`config.mk`:
```
export PLATFORM = sky130hd
export DESIGN_NAME = register_access_stage
export DESIGN_NICKNAME = d
export VERILOG_FILES = /design/src/hdl/x86_arch_pkg.sv /design/src/hdl/ra_pipe_pkg.sv /design/src/hdl/gpr_wb_decode.sv /design/src/hdl/gpr_entry.sv /design/src/hdl/seg_mmx_register_file.sv /design/src/hdl/ra_pipe_reg.sv /design/src/hdl/register_access_stage.sv
export SDC_FILE = /design/constraint.sdc
export NUM_CORES = 1
export LEC_CHECK = 0
export ABC_CLOCK_PERIOD_IN_PS = 24500
export BUFFER_PORTS_ARGS = -buffer_cell sky130_fd_sc_hd__buf_2
export CAP_MARGIN = 40
export CORE_AREA = 3 3 472 474
export DETAILED_ROUTE_END_ITERATION = 12
export DIE_AREA = 0 0 475 477
export PLACE_DENSITY = 0.46
export SLEW_MARGIN = 5
export SYNTH_ARGS = -nofsm -noshare
export SYNTH_HDL_FRONTEND = slang
export SYNTH_SLANG_ARGS = --single-unit
```
`constraint.sdc`:
```
create_clock -name clk -period 24.5 [get_ports clk]
set_input_delay 1.225 -clock clk [delete_from_list [all_inputs] [get_ports clk]]
set_output_delay 1.225 -clock clk [all_outputs]
set_load 0.005 [all_outputs]
```
`src/hdl/x86_arch_pkg.sv`:
```
/*
 * x86 architectural constants: register file geometry, operand size
 * and operand kind encodings, segment numbers and the ModRM byte view
 */
`default_nettype none

package x86_arch_pkg;

    // General purpose registers
    localparam int GPR_COUNT     = 8;
    localparam int GPR_WIDTH     = 32;
    localparam int GPR_BYTES     = GPR_WIDTH / 8;
    localparam int REG_NUM_WIDTH = 3;

    // Segment and MMX register files
    localparam int SEG_COUNT = 6;
    localparam int SEG_WIDTH = 16;
    localparam int MMX_COUNT = 8;
    localparam int MMX_WIDTH = 64;

    // Size codes other than these three write nothing
    localparam int SIZE_WIDTH = 3;
    localparam logic [SIZE_WIDTH-1:0] SIZE_BYTE  = 3'd0;
    localparam logic [SIZE_WIDTH-1:0] SIZE_WORD  = 3'd1;
    localparam logic [SIZE_WIDTH-1:0] SIZE_DWORD = 3'd2;

    // Operand kind that takes its register from ModRM.reg
    localparam int OPK_WIDTH = 3;
    localparam logic [OPK_WIDTH-1:0] OPK_MODRM_REG = 3'd4;

    // Segment register numbers
    localparam logic [REG_NUM_WIDTH-1:0] SEG_ES = 3'd0;
    localparam logic [REG_NUM_WIDTH-1:0] SEG_CS = 3'd1;
    localparam logic [REG_NUM_WIDTH-1:0] SEG_SS = 3'd2;
    localparam logic [REG_NUM_WIDTH-1:0] SEG_DS = 3'd3;
    localparam logic [REG_NUM_WIDTH-1:0] SEG_FS = 3'd4;
    localparam logic [REG_NUM_WIDTH-1:0] SEG_GS = 3'd5;

    // ModRM byte seen raw or split into mod, reg/opcode and rm
    typedef union packed {
        logic [7:0] raw;
        struct packed {
            logic [1:0] mod;
            logic [2:0] reg_op;
            logic [2:0] rm;
        } f;
    } modrm_u;

endpackage

`default_nettype wire

```
`src/hdl/ra_pipe_pkg.sv`:
```
/*
 * Field widths of the instruction word passed from register access
 * to address generation, and the segment used without an override
 */
`default_nettype none

package ra_pipe_pkg;

    // Instruction payload widths
    localparam int IMM_WIDTH    = 32;
    localparam int DISP_WIDTH   = 32;
    localparam int ALU_OP_WIDTH = 4;
    localparam int PC_WIDTH     = 32;

    // Data accesses fall back to DS
    localparam logic [x86_arch_pkg::REG_NUM_WIDTH-1:0] DEFAULT_SEG =
        x86_arch_pkg::SEG_DS;

endpackage

`default_nettype wire

```
`src/hdl/gpr_wb_decode.sv`:
```
/*
 * General register writeback decoder: turns one sized write into a
 * byte enable mask per register and lane aligned write data
 */
`timescale 1ns/1ps
`default_nettype none

module gpr_wb_decode (
    input  wire  [x86_arch_pkg::REG_NUM_WIDTH-1:0]                   wb_reg_number,
    input  wire                                                      wb_reg_en,
    input  wire  [x86_arch_pkg::SIZE_WIDTH-1:0]                      wb_reg_size,
    input  wire  [x86_arch_pkg::GPR_WIDTH-1:0]                       wb_reg_data,
    output logic [x86_arch_pkg::GPR_COUNT-1:0][x86_arch_pkg::GPR_BYTES-1:0] wr_mask,
    output logic [x86_arch_pkg::GPR_WIDTH-1:0]                       wr_lanes
);

    import x86_arch_pkg::*;

    logic [REG_NUM_WIDTH-1:0] target;
    logic [GPR_BYTES-1:0]     lane_en;

    // Size and numbering rules pick the target register and its lanes
    always_comb begin
        target   = wb_reg_number;
        lane_en  = '0;
        wr_lanes = wb_reg_data;
        case (wb_reg_size)
            SIZE_BYTE: begin
                if (wb_reg_number[2]) begin
                    // AH, CH, DH, BH are byte 1 of EAX..EBX
                    target         = {1'b0, wb_reg_number[1:0]};
                    lane_en        = 4'b0010;
                    wr_lanes[15:8] = wb_reg_data[7:0];
                end else begin
                    lane_en = 4'b0001;
                end
            end
            SIZE_WORD:  lane_en = 4'b0011;
            SIZE_DWORD: lane_en = 4'b1111;
            default:    lane_en = '0;
        endcase
    end

    // One hot fan out of the lane enables
    always_comb begin
        for (int r = 0; r < GPR_COUNT; r++) begin
            wr_mask[r] = (wb_reg_en && target == REG_NUM_WIDTH'(r)) ? lane_en : '0;
        end
    end

endmodule

`default_nettype wire

```
`src/hdl/gpr_entry.sv`:
```
/*
 * One 32-bit general register, replacing only the enabled byte lanes
 */
`timescale 1ns/1ps
`default_nettype none

module gpr_entry (
    input  wire                                 clk,
    input  wire                                 rst_n,
    input  wire  [x86_arch_pkg::GPR_BYTES-1:0]  wr_byte_en,
    input  wire  [x86_arch_pkg::GPR_WIDTH-1:0]  wr_lanes,
    output logic [x86_arch_pkg::GPR_WIDTH-1:0]  value
);

    import x86_arch_pkg::*;

    // Byte lane merge
    always_ff @(posedge clk or negedge rst_n) begin
        if (!rst_n) begin
            value <= '0;
        end else begin
            for (int b = 0; b < GPR_BYTES; b++) begin
                if (wr_byte_en[b]) begin
                    value[8*b +: 8] <= wr_lanes[8*b +: 8];
                end
            end
        end
    end

endmodule

`default_nettype wire

```
`src/hdl/seg_mmx_register_file.sv`:
```
/*
 * Segment and MMX register files. Each has one write port; one segment
 * and two MMX registers are read combinationally
 */
`timescale 1ns/1ps
`default_nettype none

module seg_mmx_register_file (
    input  wire                                     clk,
    input  wire                                     rst_n,
    input  wire  [x86_arch_pkg::REG_NUM_WIDTH-1:0]  wb_seg_number,
    input  wire                                     wb_seg_en,
    input  wire  [x86_arch_pkg::SEG_WIDTH-1:0]      wb_seg_data,
    input  wire  [x86_arch_pkg::REG_NUM_WIDTH-1:0]  wb_mmx_number,
    input  wire                                     wb_mmx_en,
    input  wire  [x86_arch_pkg::MMX_WIDTH-1:0]      wb_mmx_data,
    input  wire  [x86_arch_pkg::REG_NUM_WIDTH-1:0]  seg_select,
    input  wire  [x86_arch_pkg::REG_NUM_WIDTH-1:0]  mmx_read0,
    input  wire  [x86_arch_pkg::REG_NUM_WIDTH-1:0]  mmx_read1,
    output logic [x86_arch_pkg::SEG_WIDTH-1:0]      seg_val,
    output logic [x86_arch_pkg::MMX_WIDTH-1:0]      mmx_val0,
    output logic [x86_arch_pkg::MMX_WIDTH-1:0]      mmx_val1
);

    import x86_arch_pkg::*;

    logic [SEG_WIDTH-1:0] seg_q [SEG_COUNT];
    logic [MMX_WIDTH-1:0] mmx_q [MMX_COUNT];

    // Segment numbers above GS do not exist and are dropped
    always_ff @(posedge clk or negedge rst_n) begin
        if (!rst_n) begin
            for (int s = 0; s < SEG_COUNT; s++) begin
                seg_q[s] <= '0;
            end
        end else if (wb_seg_en && (wb_seg_number <= SEG_GS)) begin
            seg_q[wb_seg_number] <= wb_seg_data;
        end
    end

    always_ff @(posedge clk or negedge rst_n) begin
        if (!rst_n) begin
            for (int m = 0; m < MMX_COUNT; m++) begin
                mmx_q[m] <= '0;
            end
        end else if (wb_mmx_en) begin
            mmx_q[wb_mmx_number] <= wb_mmx_data;
        end
    end

    // Reads return the pre-write value in the write cycle
    assign seg_val  = (seg_select <= SEG_GS) ? seg_q[seg_select] : '0;
    assign mmx_val0 = mmx_q[mmx_read0];
    assign mmx_val1 = mmx_q[mmx_read1];

endmodule

`default_nettype wire

```
`src/hdl/ra_pipe_reg.sv`:
```
/*
 * One-entry valid/ready pipeline register with flush, holding the
 * instruction fields and operand values for address generation
 */
`timescale 1ns/1ps
`default_nettype none

module ra_pipe_reg (
    input  wire                                    clk,
    input  wire                                    rst_n,
    input  wire                                    flush,
    input  wire                                    in_valid,
    output logic                                   in_ready,
    input  wire  [x86_arch_pkg::SIZE_WIDTH-1:0]    in_size,
    input  wire  [x86_arch_pkg::OPK_WIDTH-1:0]     in_op0,
    input  wire  [x86_arch_pkg::OPK_WIDTH-1:0]     in_op1,
    input  wire  [x86_arch_pkg::REG_NUM_WIDTH-1:0] in_op0_reg,
    input  wire  [x86_arch_pkg::REG_NUM_WIDTH-1:0] in_op1_reg,
    input  wire  [7:0]                             in_modrm,
    input  wire  [ra_pipe_pkg::IMM_WIDTH-1:0]      in_imm,
    input  wire  [ra_pipe_pkg::DISP_WIDTH-1:0]     in_disp,
    input  wire  [ra_pipe_pkg::ALU_OP_WIDTH-1:0]   in_alu_op,
    input  wire  [ra_pipe_pkg::PC_WIDTH-1:0]       in_pc,
    input  wire  [x86_arch_pkg::GPR_WIDTH-1:0]     in_gpr_op0,
    input  wire  [x86_arch_pkg::GPR_WIDTH-1:0]     in_gpr_op1,
    input  wire  [x86_arch_pkg::SEG_WIDTH-1:0]     in_seg_val,
    input  wire  [x86_arch_pkg::MMX_WIDTH-1:0]     in_mmx_op0,
    input  wire  [x86_arch_pkg::MMX_WIDTH-1:0]     in_mmx_op1,
    output logic                                   out_valid,
    input  wire                                    out_ready,
    output logic [x86_arch_pkg::SIZE_WIDTH-1:0]    out_size,
    output logic [x86_arch_pkg::OPK_WIDTH-1:0]     out_op0,
    output logic [x86_arch_pkg::OPK_WIDTH-1:0]     out_op1,
    output logic [x86_arch_pkg::REG_NUM_WIDTH-1:0] out_op0_reg,
    output logic [x86_arch_pkg::REG_NUM_WIDTH-1:0] out_op1_reg,
    output logic [7:0]                             out_modrm,
    output logic [ra_pipe_pkg::IMM_WIDTH-1:0]      out_imm,
    output logic [ra_pipe_pkg::DISP_WIDTH-1:0]     out_disp,
    output logic [ra_pipe_pkg::ALU_OP_WIDTH-1:0]   out_alu_op,
    output logic [ra_pipe_pkg::PC_WIDTH-1:0]       out_pc,
    output logic [x86_arch_pkg::GPR_WIDTH-1:0]     out_gpr_op0,
    output logic [x86_arch_pkg::GPR_WIDTH-1:0]     out_gpr_op1,
    output logic [x86_arch_pkg::SEG_WIDTH-1:0]     out_seg_val,
    output logic [x86_arch_pkg::MMX_WIDTH-1:0]     out_mmx_op0,
    output logic [x86_arch_pkg::MMX_WIDTH-1:0]     out_mmx_op1
);

    logic load;

    // Flush keeps decode moving but squashes whatever it offers
    assign in_ready = flush || !out_valid || out_ready;
    assign load     = in_valid && in_ready && !flush;

    always_ff @(posedge clk or negedge rst_n) begin
        if (!rst_n) begin
            out_valid <= 1'b0;
        end else if (flush) begin
            out_valid <= 1'b0;
        end else if (in_ready) begin
            out_valid <= in_valid;
        end
    end

    // Payload only moves on an accepted transfer
    always_ff @(posedge clk) begin
        if (load) begin
            out_size    <= in_size;
            out_op0     <= in_op0;
            out_op1     <= in_op1;
            out_op0_reg <= in_op0_reg;
            out_op1_reg <= in_op1_reg;
            out_modrm   <= in_modrm;
            out_imm     <= in_imm;
            out_disp    <= in_disp;
            out_alu_op  <= in_alu_op;
            out_pc      <= in_pc;
            out_gpr_op0 <= in_gpr_op0;
            out_gpr_op1 <= in_gpr_op1;
            out_seg_val <= in_seg_val;
            out_mmx_op0 <= in_mmx_op0;
            out_mmx_op1 <= in_mmx_op1;
        end
    end

endmodule

`default_nettype wire

```
`src/hdl/register_access_stage.sv`:
```
/*
 * Register access stage: resolves operand registers, reads the general,
 * segment and MMX register files and registers the result for AGEN
 */
`timescale 1ns/1ps
`default_nettype none

module register_access_stage (
    input  wire                                    clk,
    input  wire                                    rst_n,
    input  wire                                    flush,

    // Decode
    input  wire                                    d_valid,
    output logic                                   d_ready,
    input  wire  [x86_arch_pkg::SIZE_WIDTH-1:0]    d_size,
    input  wire  [x86_arch_pkg::OPK_WIDTH-1:0]     d_op0,
    input  wire  [x86_arch_pkg::OPK_WIDTH-1:0]     d_op1,
    input  wire  [x86_arch_pkg::REG_NUM_WIDTH-1:0] d_op0_reg,
    input  wire  [x86_arch_pkg::REG_NUM_WIDTH-1:0] d_op1_reg,
    input  wire  [7:0]                             d_modrm,
    input  wire  [ra_pipe_pkg::IMM_WIDTH-1:0]      d_imm,
    input  wire  [ra_pipe_pkg::DISP_WIDTH-1:0]     d_disp,
    input  wire  [ra_pipe_pkg::ALU_OP_WIDTH-1:0]   d_alu_op,
    input  wire  [x86_arch_pkg::REG_NUM_WIDTH-1:0] d_seg_override,
    input  wire                                    d_seg_override_valid,
    input  wire  [ra_pipe_pkg::PC_WIDTH-1:0]       d_pc,

    // Address generation
    output logic                                   r_valid,
    input  wire                                    r_ready,
    output logic [x86_arch_pkg::SIZE_WIDTH-1:0]    r_size,
    output logic [x86_arch_pkg::OPK_WIDTH-1:0]     r_op0,
    output logic [x86_arch_pkg::OPK_WIDTH-1:0]     r_op1,
    output logic [x86_arch_pkg::REG_NUM_WIDTH-1:0] r_op0_reg,
    output logic [x86_arch_pkg::REG_NUM_WIDTH-1:0] r_op1_reg,
    output logic [7:0]                             r_modrm,
    output logic [ra_pipe_pkg::IMM_WIDTH-1:0]      r_imm,
    output logic [ra_pipe_pkg::DISP_WIDTH-1:0]     r_disp,
    output logic [ra_pipe_pkg::ALU_OP_WIDTH-1:0]   r_alu_op,
    output logic [ra_pipe_pkg::PC_WIDTH-1:0]       r_pc,
    output logic [x86_arch_pkg::GPR_WIDTH-1:0]     r_gpr_op0,
    output logic [x86_arch_pkg::GPR_WIDTH-1:0]     r_gpr_op1,
    output logic [x86_arch_pkg::SEG_WIDTH-1:0]     r_seg_val,
    output logic [x86_arch_pkg::MMX_WIDTH-1:0]     r_mmx_op0,
    output logic [x86_arch_pkg::MMX_WIDTH-1:0]     r_mmx_op1,

    // Writeback
    input  wire  [x86_arch_pkg::REG_NUM_WIDTH-1:0] wb_reg_number,
    input  wire                                    wb_reg_en,
    input  wire  [x86_arch_pkg::SIZE_WIDTH-1:0]    wb_reg_size,
    input  wire  [x86_arch_pkg::GPR_WIDTH-1:0]     wb_reg_data,
    input  wire  [x86_arch_pkg::REG_NUM_WIDTH-1:0] wb_seg_number,
    input  wire                                    wb_seg_en,
    input  wire  [x86_arch_pkg::SEG_WIDTH-1:0]     wb_seg_data,
    input  wire  [x86_arch_pkg::REG_NUM_WIDTH-1:0] wb_mmx_number,
    input  wire                                    wb_mmx_en,
    input  wire  [x86_arch_pkg::MMX_WIDTH-1:0]     wb_mmx_data
);

    import x86_arch_pkg::*;
    import ra_pipe_pkg::*;

    modrm_u                               modrm;
    logic [REG_NUM_WIDTH-1:0]             op0_num;
    logic [REG_NUM_WIDTH-1:0]             op1_num;
    logic [REG_NUM_WIDTH-1:0]             seg_select;
    logic [GPR_WIDTH-1:0]                 gpr_op0;
    logic [GPR_WIDTH-1:0]                 gpr_op1;
    wire  [GPR_COUNT-1:0][GPR_BYTES-1:0]  wr_mask;
    wire  [GPR_WIDTH-1:0]                 wr_lanes;
    wire  [GPR_COUNT-1:0][GPR_WIDTH-1:0]  gpr_values;
    wire  [SEG_WIDTH-1:0]                 seg_val;
    wire  [MMX_WIDTH-1:0]                 mmx_val0;
    wire  [MMX_WIDTH-1:0]                 mmx_val1;

    assign modrm.raw = d_modrm;

    // Operand kind 4 names its register through ModRM.reg
    assign op0_num = (d_op0 == OPK_MODRM_REG) ? modrm.f.reg_op : d_op0_reg;
    assign op1_num = (d_op1 == OPK_MODRM_REG) ? modrm.f.reg_op : d_op1_reg;

    assign seg_select = d_seg_override_valid ? d_seg_override : DEFAULT_SEG;

    assign gpr_op0 = gpr_values[op0_num];
    assign gpr_op1 = gpr_values[op1_num];

    gpr_wb_decode u_wb_decode (
        .wb_reg_number (wb_reg_number),
        .wb_reg_en     (wb_reg_en),
        .wb_reg_size   (wb_reg_size),
        .wb_reg_data   (wb_reg_data),
        .wr_mask       (wr_mask),
        .wr_lanes      (wr_lanes)
    );

    // EAX, ECX, EDX, EBX, ESP, EBP, ESI, EDI
    for (genvar i = 0; i < GPR_COUNT; i++) begin : g_gpr
        gpr_entry u_entry (
            .clk        (clk),
            .rst_n      (rst_n),
            .wr_byte_en (wr_mask[i]),
            .wr_lanes   (wr_lanes),
            .value      (gpr_values[i])
        );
    end

    seg_mmx_register_file u_seg_mmx (
        .clk           (clk),
        .rst_n         (rst_n),
        .wb_seg_number (wb_seg_number),
        .wb_seg_en     (wb_seg_en),
        .wb_seg_data   (wb_seg_data),
        .wb_mmx_number (wb_mmx_number),
        .wb_mmx_en     (wb_mmx_en),
        .wb_mmx_data   (wb_mmx_data),
        .seg_select    (seg_select),
        .mmx_read0     (op0_num),
        .mmx_read1     (op1_num),
        .seg_val       (seg_val),
        .mmx_val0      (mmx_val0),
        .mmx_val1      (mmx_val1)
    );

    // Resolved register numbers travel on, not the raw decode fields
    ra_pipe_reg u_pipe (
        .clk         (clk),
        .rst_n       (rst_n),
        .flush       (flush),
        .in_valid    (d_valid),
        .in_ready    (d_ready),
        .in_size     (d_size),
        .in_op0      (d_op0),
        .in_op1      (d_op1),
        .in_op0_reg  (op0_num),
        .in_op1_reg  (op1_num),
        .in_modrm    (modrm.raw),
        .in_imm      (d_imm),
        .in_disp     (d_disp),
        .in_alu_op   (d_alu_op),
        .in_pc       (d_pc),
        .in_gpr_op0  (gpr_op0),
        .in_gpr_op1  (gpr_op1),
        .in_seg_val  (seg_val),
        .in_mmx_op0  (mmx_val0),
        .in_mmx_op1  (mmx_val1),
        .out_valid   (r_valid),
        .out_ready   (r_ready),
        .out_size    (r_size),
        .out_op0     (r_op0),
        .out_op1     (r_op1),
        .out_op0_reg (r_op0_reg),
        .out_op1_reg (r_op1_reg),
        .out_modrm   (r_modrm),
        .out_imm     (r_imm),
        .out_disp    (r_disp),
        .out_alu_op  (r_alu_op),
        .out_pc      (r_pc),
        .out_gpr_op0 (r_gpr_op0),
        .out_gpr_op1 (r_gpr_op1),
        .out_seg_val (r_seg_val),
        .out_mmx_op0 (r_mmx_op0),
        .out_mmx_op1 (r_mmx_op1)
    );

endmodule

`default_nettype wire

```
==> impl_metrics.toml <==
[run_status]
status = "finished, final reports clean"

[global_route]
grt_pass1_wl_um = 258900
grt_usage_pct = 15.35
antenna_found_initial = 41
overflow = 0
grt_pass1_vias = 36070
grt_max_degree = 163

[detailed_routing]
antenna_left = 0
routedWlPerCell_um = 24.38
wl_um = 176700
num_vias = 34370
drc = 0
vias_per_cell = 4.744
drt-initial-drc-count = 2187
drtPass1Iterations = 5

[cells_and_area]
top_register = "u_seg_mmx.mmx_q"
fin_area_um2 = 66590
nets = 4494
syn_to_final_growth_pct = 21.87
largest_reg_flops = 512
reg_top3 = "u_seg_mmx.mmx_q (512), g_gpr.u_entry.value (256), u_seg_mmx.seg_q (96)"
drive_above_1_share_pct = 49.44

[critical_path]
path_max_fanout = 70
cp.required_ns = 24.98
critPathLaunchType = "primary input"
cp.arrival_ns = 6.05
rrSetupSlack_ns = 20.82
critPathKind = "primary input to flip-flop"
crit_path_end_kind = "flip-flop"

[synth]
synth-edff-count = 331
syn-cell-area_um2 = 54640
synth.net_count = 3887
synth_seq_cells = 1196
netlist_instances = 3628
syn-mean-instance-area_um2 = 15.06
yosysUniqueCellTypes = 41
yosys-top-cells-area = "dfrtp_1, mux2_2, edfxtp_1"
synth_top_area_share_pct = 39.62
netlist_top_cells_count = "mux2_2, dfrtp_1, nand2_1, edfxtp_1, mux2i_1"
ys.warnings.count = 0
synth_ff_type = "dfrtp_1"
ys_seq_area_share_pct = 57.81
yosys.area.top_type = "dfrtp_1"
post-synth-top-count-cell = "mux2_2"
async_flop_share_pct = 72.32

[clock_network]
clk_latency_ns = 0.81
clock_path_buffers = 3
cts.htree.levels = 4
post_cts_resized = 0
clk_root_buffer_cell = "clkbuf_16"
cts_made_buffers = 147
tritoncts = "yes"
cts_setup_buffers = 0
cts.clk_slew.worst_paths_ns = 0.06
cts_hold_buf = 0
cts_sinks = 1196

[timing]
finalClockSkew_ns = 0.03543
drv_slew = 0
fin_crit_ns = 5.571
maxSlewHeadroom_pct = 32.41
fin_setup_tns_ns = 0
finalSetupViolCount = 0
hold_viol = 0
rsz0062_at_grt = "no"
finalCritPeriodShare_pct = 22.74
max_freq_mhz = 179.5
worstMarginPinSlew_ns = 1.014

[placement]
dpl_cell_area_um2 = 61620
numPortBuffers = 591
place_hpwl_um = 110100
gp_congestion = 0.7409

[floorplan]
die_h_um = 477
ioPinCount = 592
fp.dieArea_um2 = 226600
core_um2 = 219300
dieWidth_um = 475
initial_core_util_pct = 24.91
num_rows = 172

[job]
cap_violations = 0

[power]
ir_drop_mv = 0.05337
p_total_w = 0.005866
leakage_nw = 27.86
p_per_area_nw_per_um2 = 88.10

[min_path]
hold_path.class = "primary input to asynchronous set/reset pin"
==> report_power, final <==
part           switching (W)  total (W)  internal, W  leakage (nW)
combinational       0.000431   0.000994     0.000563          11.7
sequential          0.000236    0.00266      0.00242          13.7
clock               0.000918    0.00221      0.00130          2.40
==> metrics by stage <==
step | hold WS (ns) | setup WS (ns) | std cells | util [%]
floorplan | 0.4608 | 6.076 | 3628 | -
global placement | 0.4832 | 17.80 | 6921 | 27.74
detailed placement | 0.4919 | 18.13 | 6957 | 28.10
CTS | 0.4436 | 19.02 | 7230 | 30.35
global route | 0.4831 | 18.82 | 7236 | 30.35
finish | 0.4698 | 18.93 | 7246 | 30.36
==> path summary, 6_finish.rpt <==
kind	start	to	cells past startpoint
worst min-delay path	rst_n	u_seg_mmx.mmx_q[316]$_DFFE_PN0P_	1
worst max-delay path	d_op1[1]	u_pipe.out_mmx_op1[22]$_DFFE_PP_	13
min in group clk	u_seg_mmx.seg_q[60]$_DFFE_PN0P_	u_seg_mmx.seg_q[60]$_DFFE_PN0P_	1
worst min register to register	u_seg_mmx.seg_q[60]$_DFFE_PN0P_	u_seg_mmx.seg_q[60]$_DFFE_PN0P_	1
worst max register to register	u_pipe.out_valid$_DFFE_PN0P_	u_pipe.out_mmx_op0[63]$_DFFE_PP_	6
max in group asynchronous	rst_n	u_seg_mmx.seg_q[42]$_DFFE_PN0P_	9
==> layer usage <==
layer | share of wire, % | global-route usage [%] | up-vias
met5 | 0.068 | 0 | -
li1 | - | - | 15060
met2 | 48 | 25.33 | 954
met3 | 5.6 | 3.469 | 268
met1 | 43 | 19.87 | 18070
met4 | 2.8 | 4.904 | 18
==> cell type report <==
class / count / area (µm²)
clock inverter: 67 / 763.2
antenna: 16 / 40.04
multi-input combinational: 2181 / 22050
fill: 21920 / 152700
tap: 2871 / 3592
sequential: 1196 / 31590
timing repair buffer: 703 / 4364
clock buffer: 206 / 4163
inverter: 6 / 25.02
==> logic make-up (layout without fill, tap and decap cells) <==
kind of cell / count (synthesis) / after routing / synth area share [%]
other cells: 0 / 16 / 0
xor+xnor: 2 / 2 / 0.03207
simple gates: 438 / 438 / 3.252
flops: 1196 / 1196 / 57.81
buf+inv: 251 / 982 / 2.164
compound gates: 301 / 301 / 3.740
mux: 1440 / 1440 / 33.00
==> critical path: stages <==
cell and delay, ns:
buf_2 0.11, nor3b_2 0.17, buf_4 0.26, mux2_8 0.64
buf_4 0.64, buf_4 0.42, buf_16 0.30, buf_4 0.40
buf_16 0.29, buf_4 0.70, mux2_2 0.42, o22ai_1 0.18
a221oi_1 0.07
==> layout by cell type, fill, tap and decap left out, types with 4 or more instances in the layout <==
cell type	instances
mux4_2	188
clkinvlp_4	6
clkbuf_1	35
inv_1	5
diode_2	16
nand4b_1	5
a21oi_1	24
o21ai_0	54
edfxtp_1	331
buf_16	22
clkinv_2	23
clkinv_1	10
buf_12	5
nand2_1	362
clkbuf_8	22
inv_16	4
nand3_1	4
mux2_2	1010
bufinv_16	9
o22ai_1	112
a221oi_1	98
dfrtp_1	865
buf_8	8
clkbuf_16	149
mux2i_1	238
nand2b_1	4
buf_4	78
nor2_1	33
buf_2	590
Power figures use the tool's default switching activity.
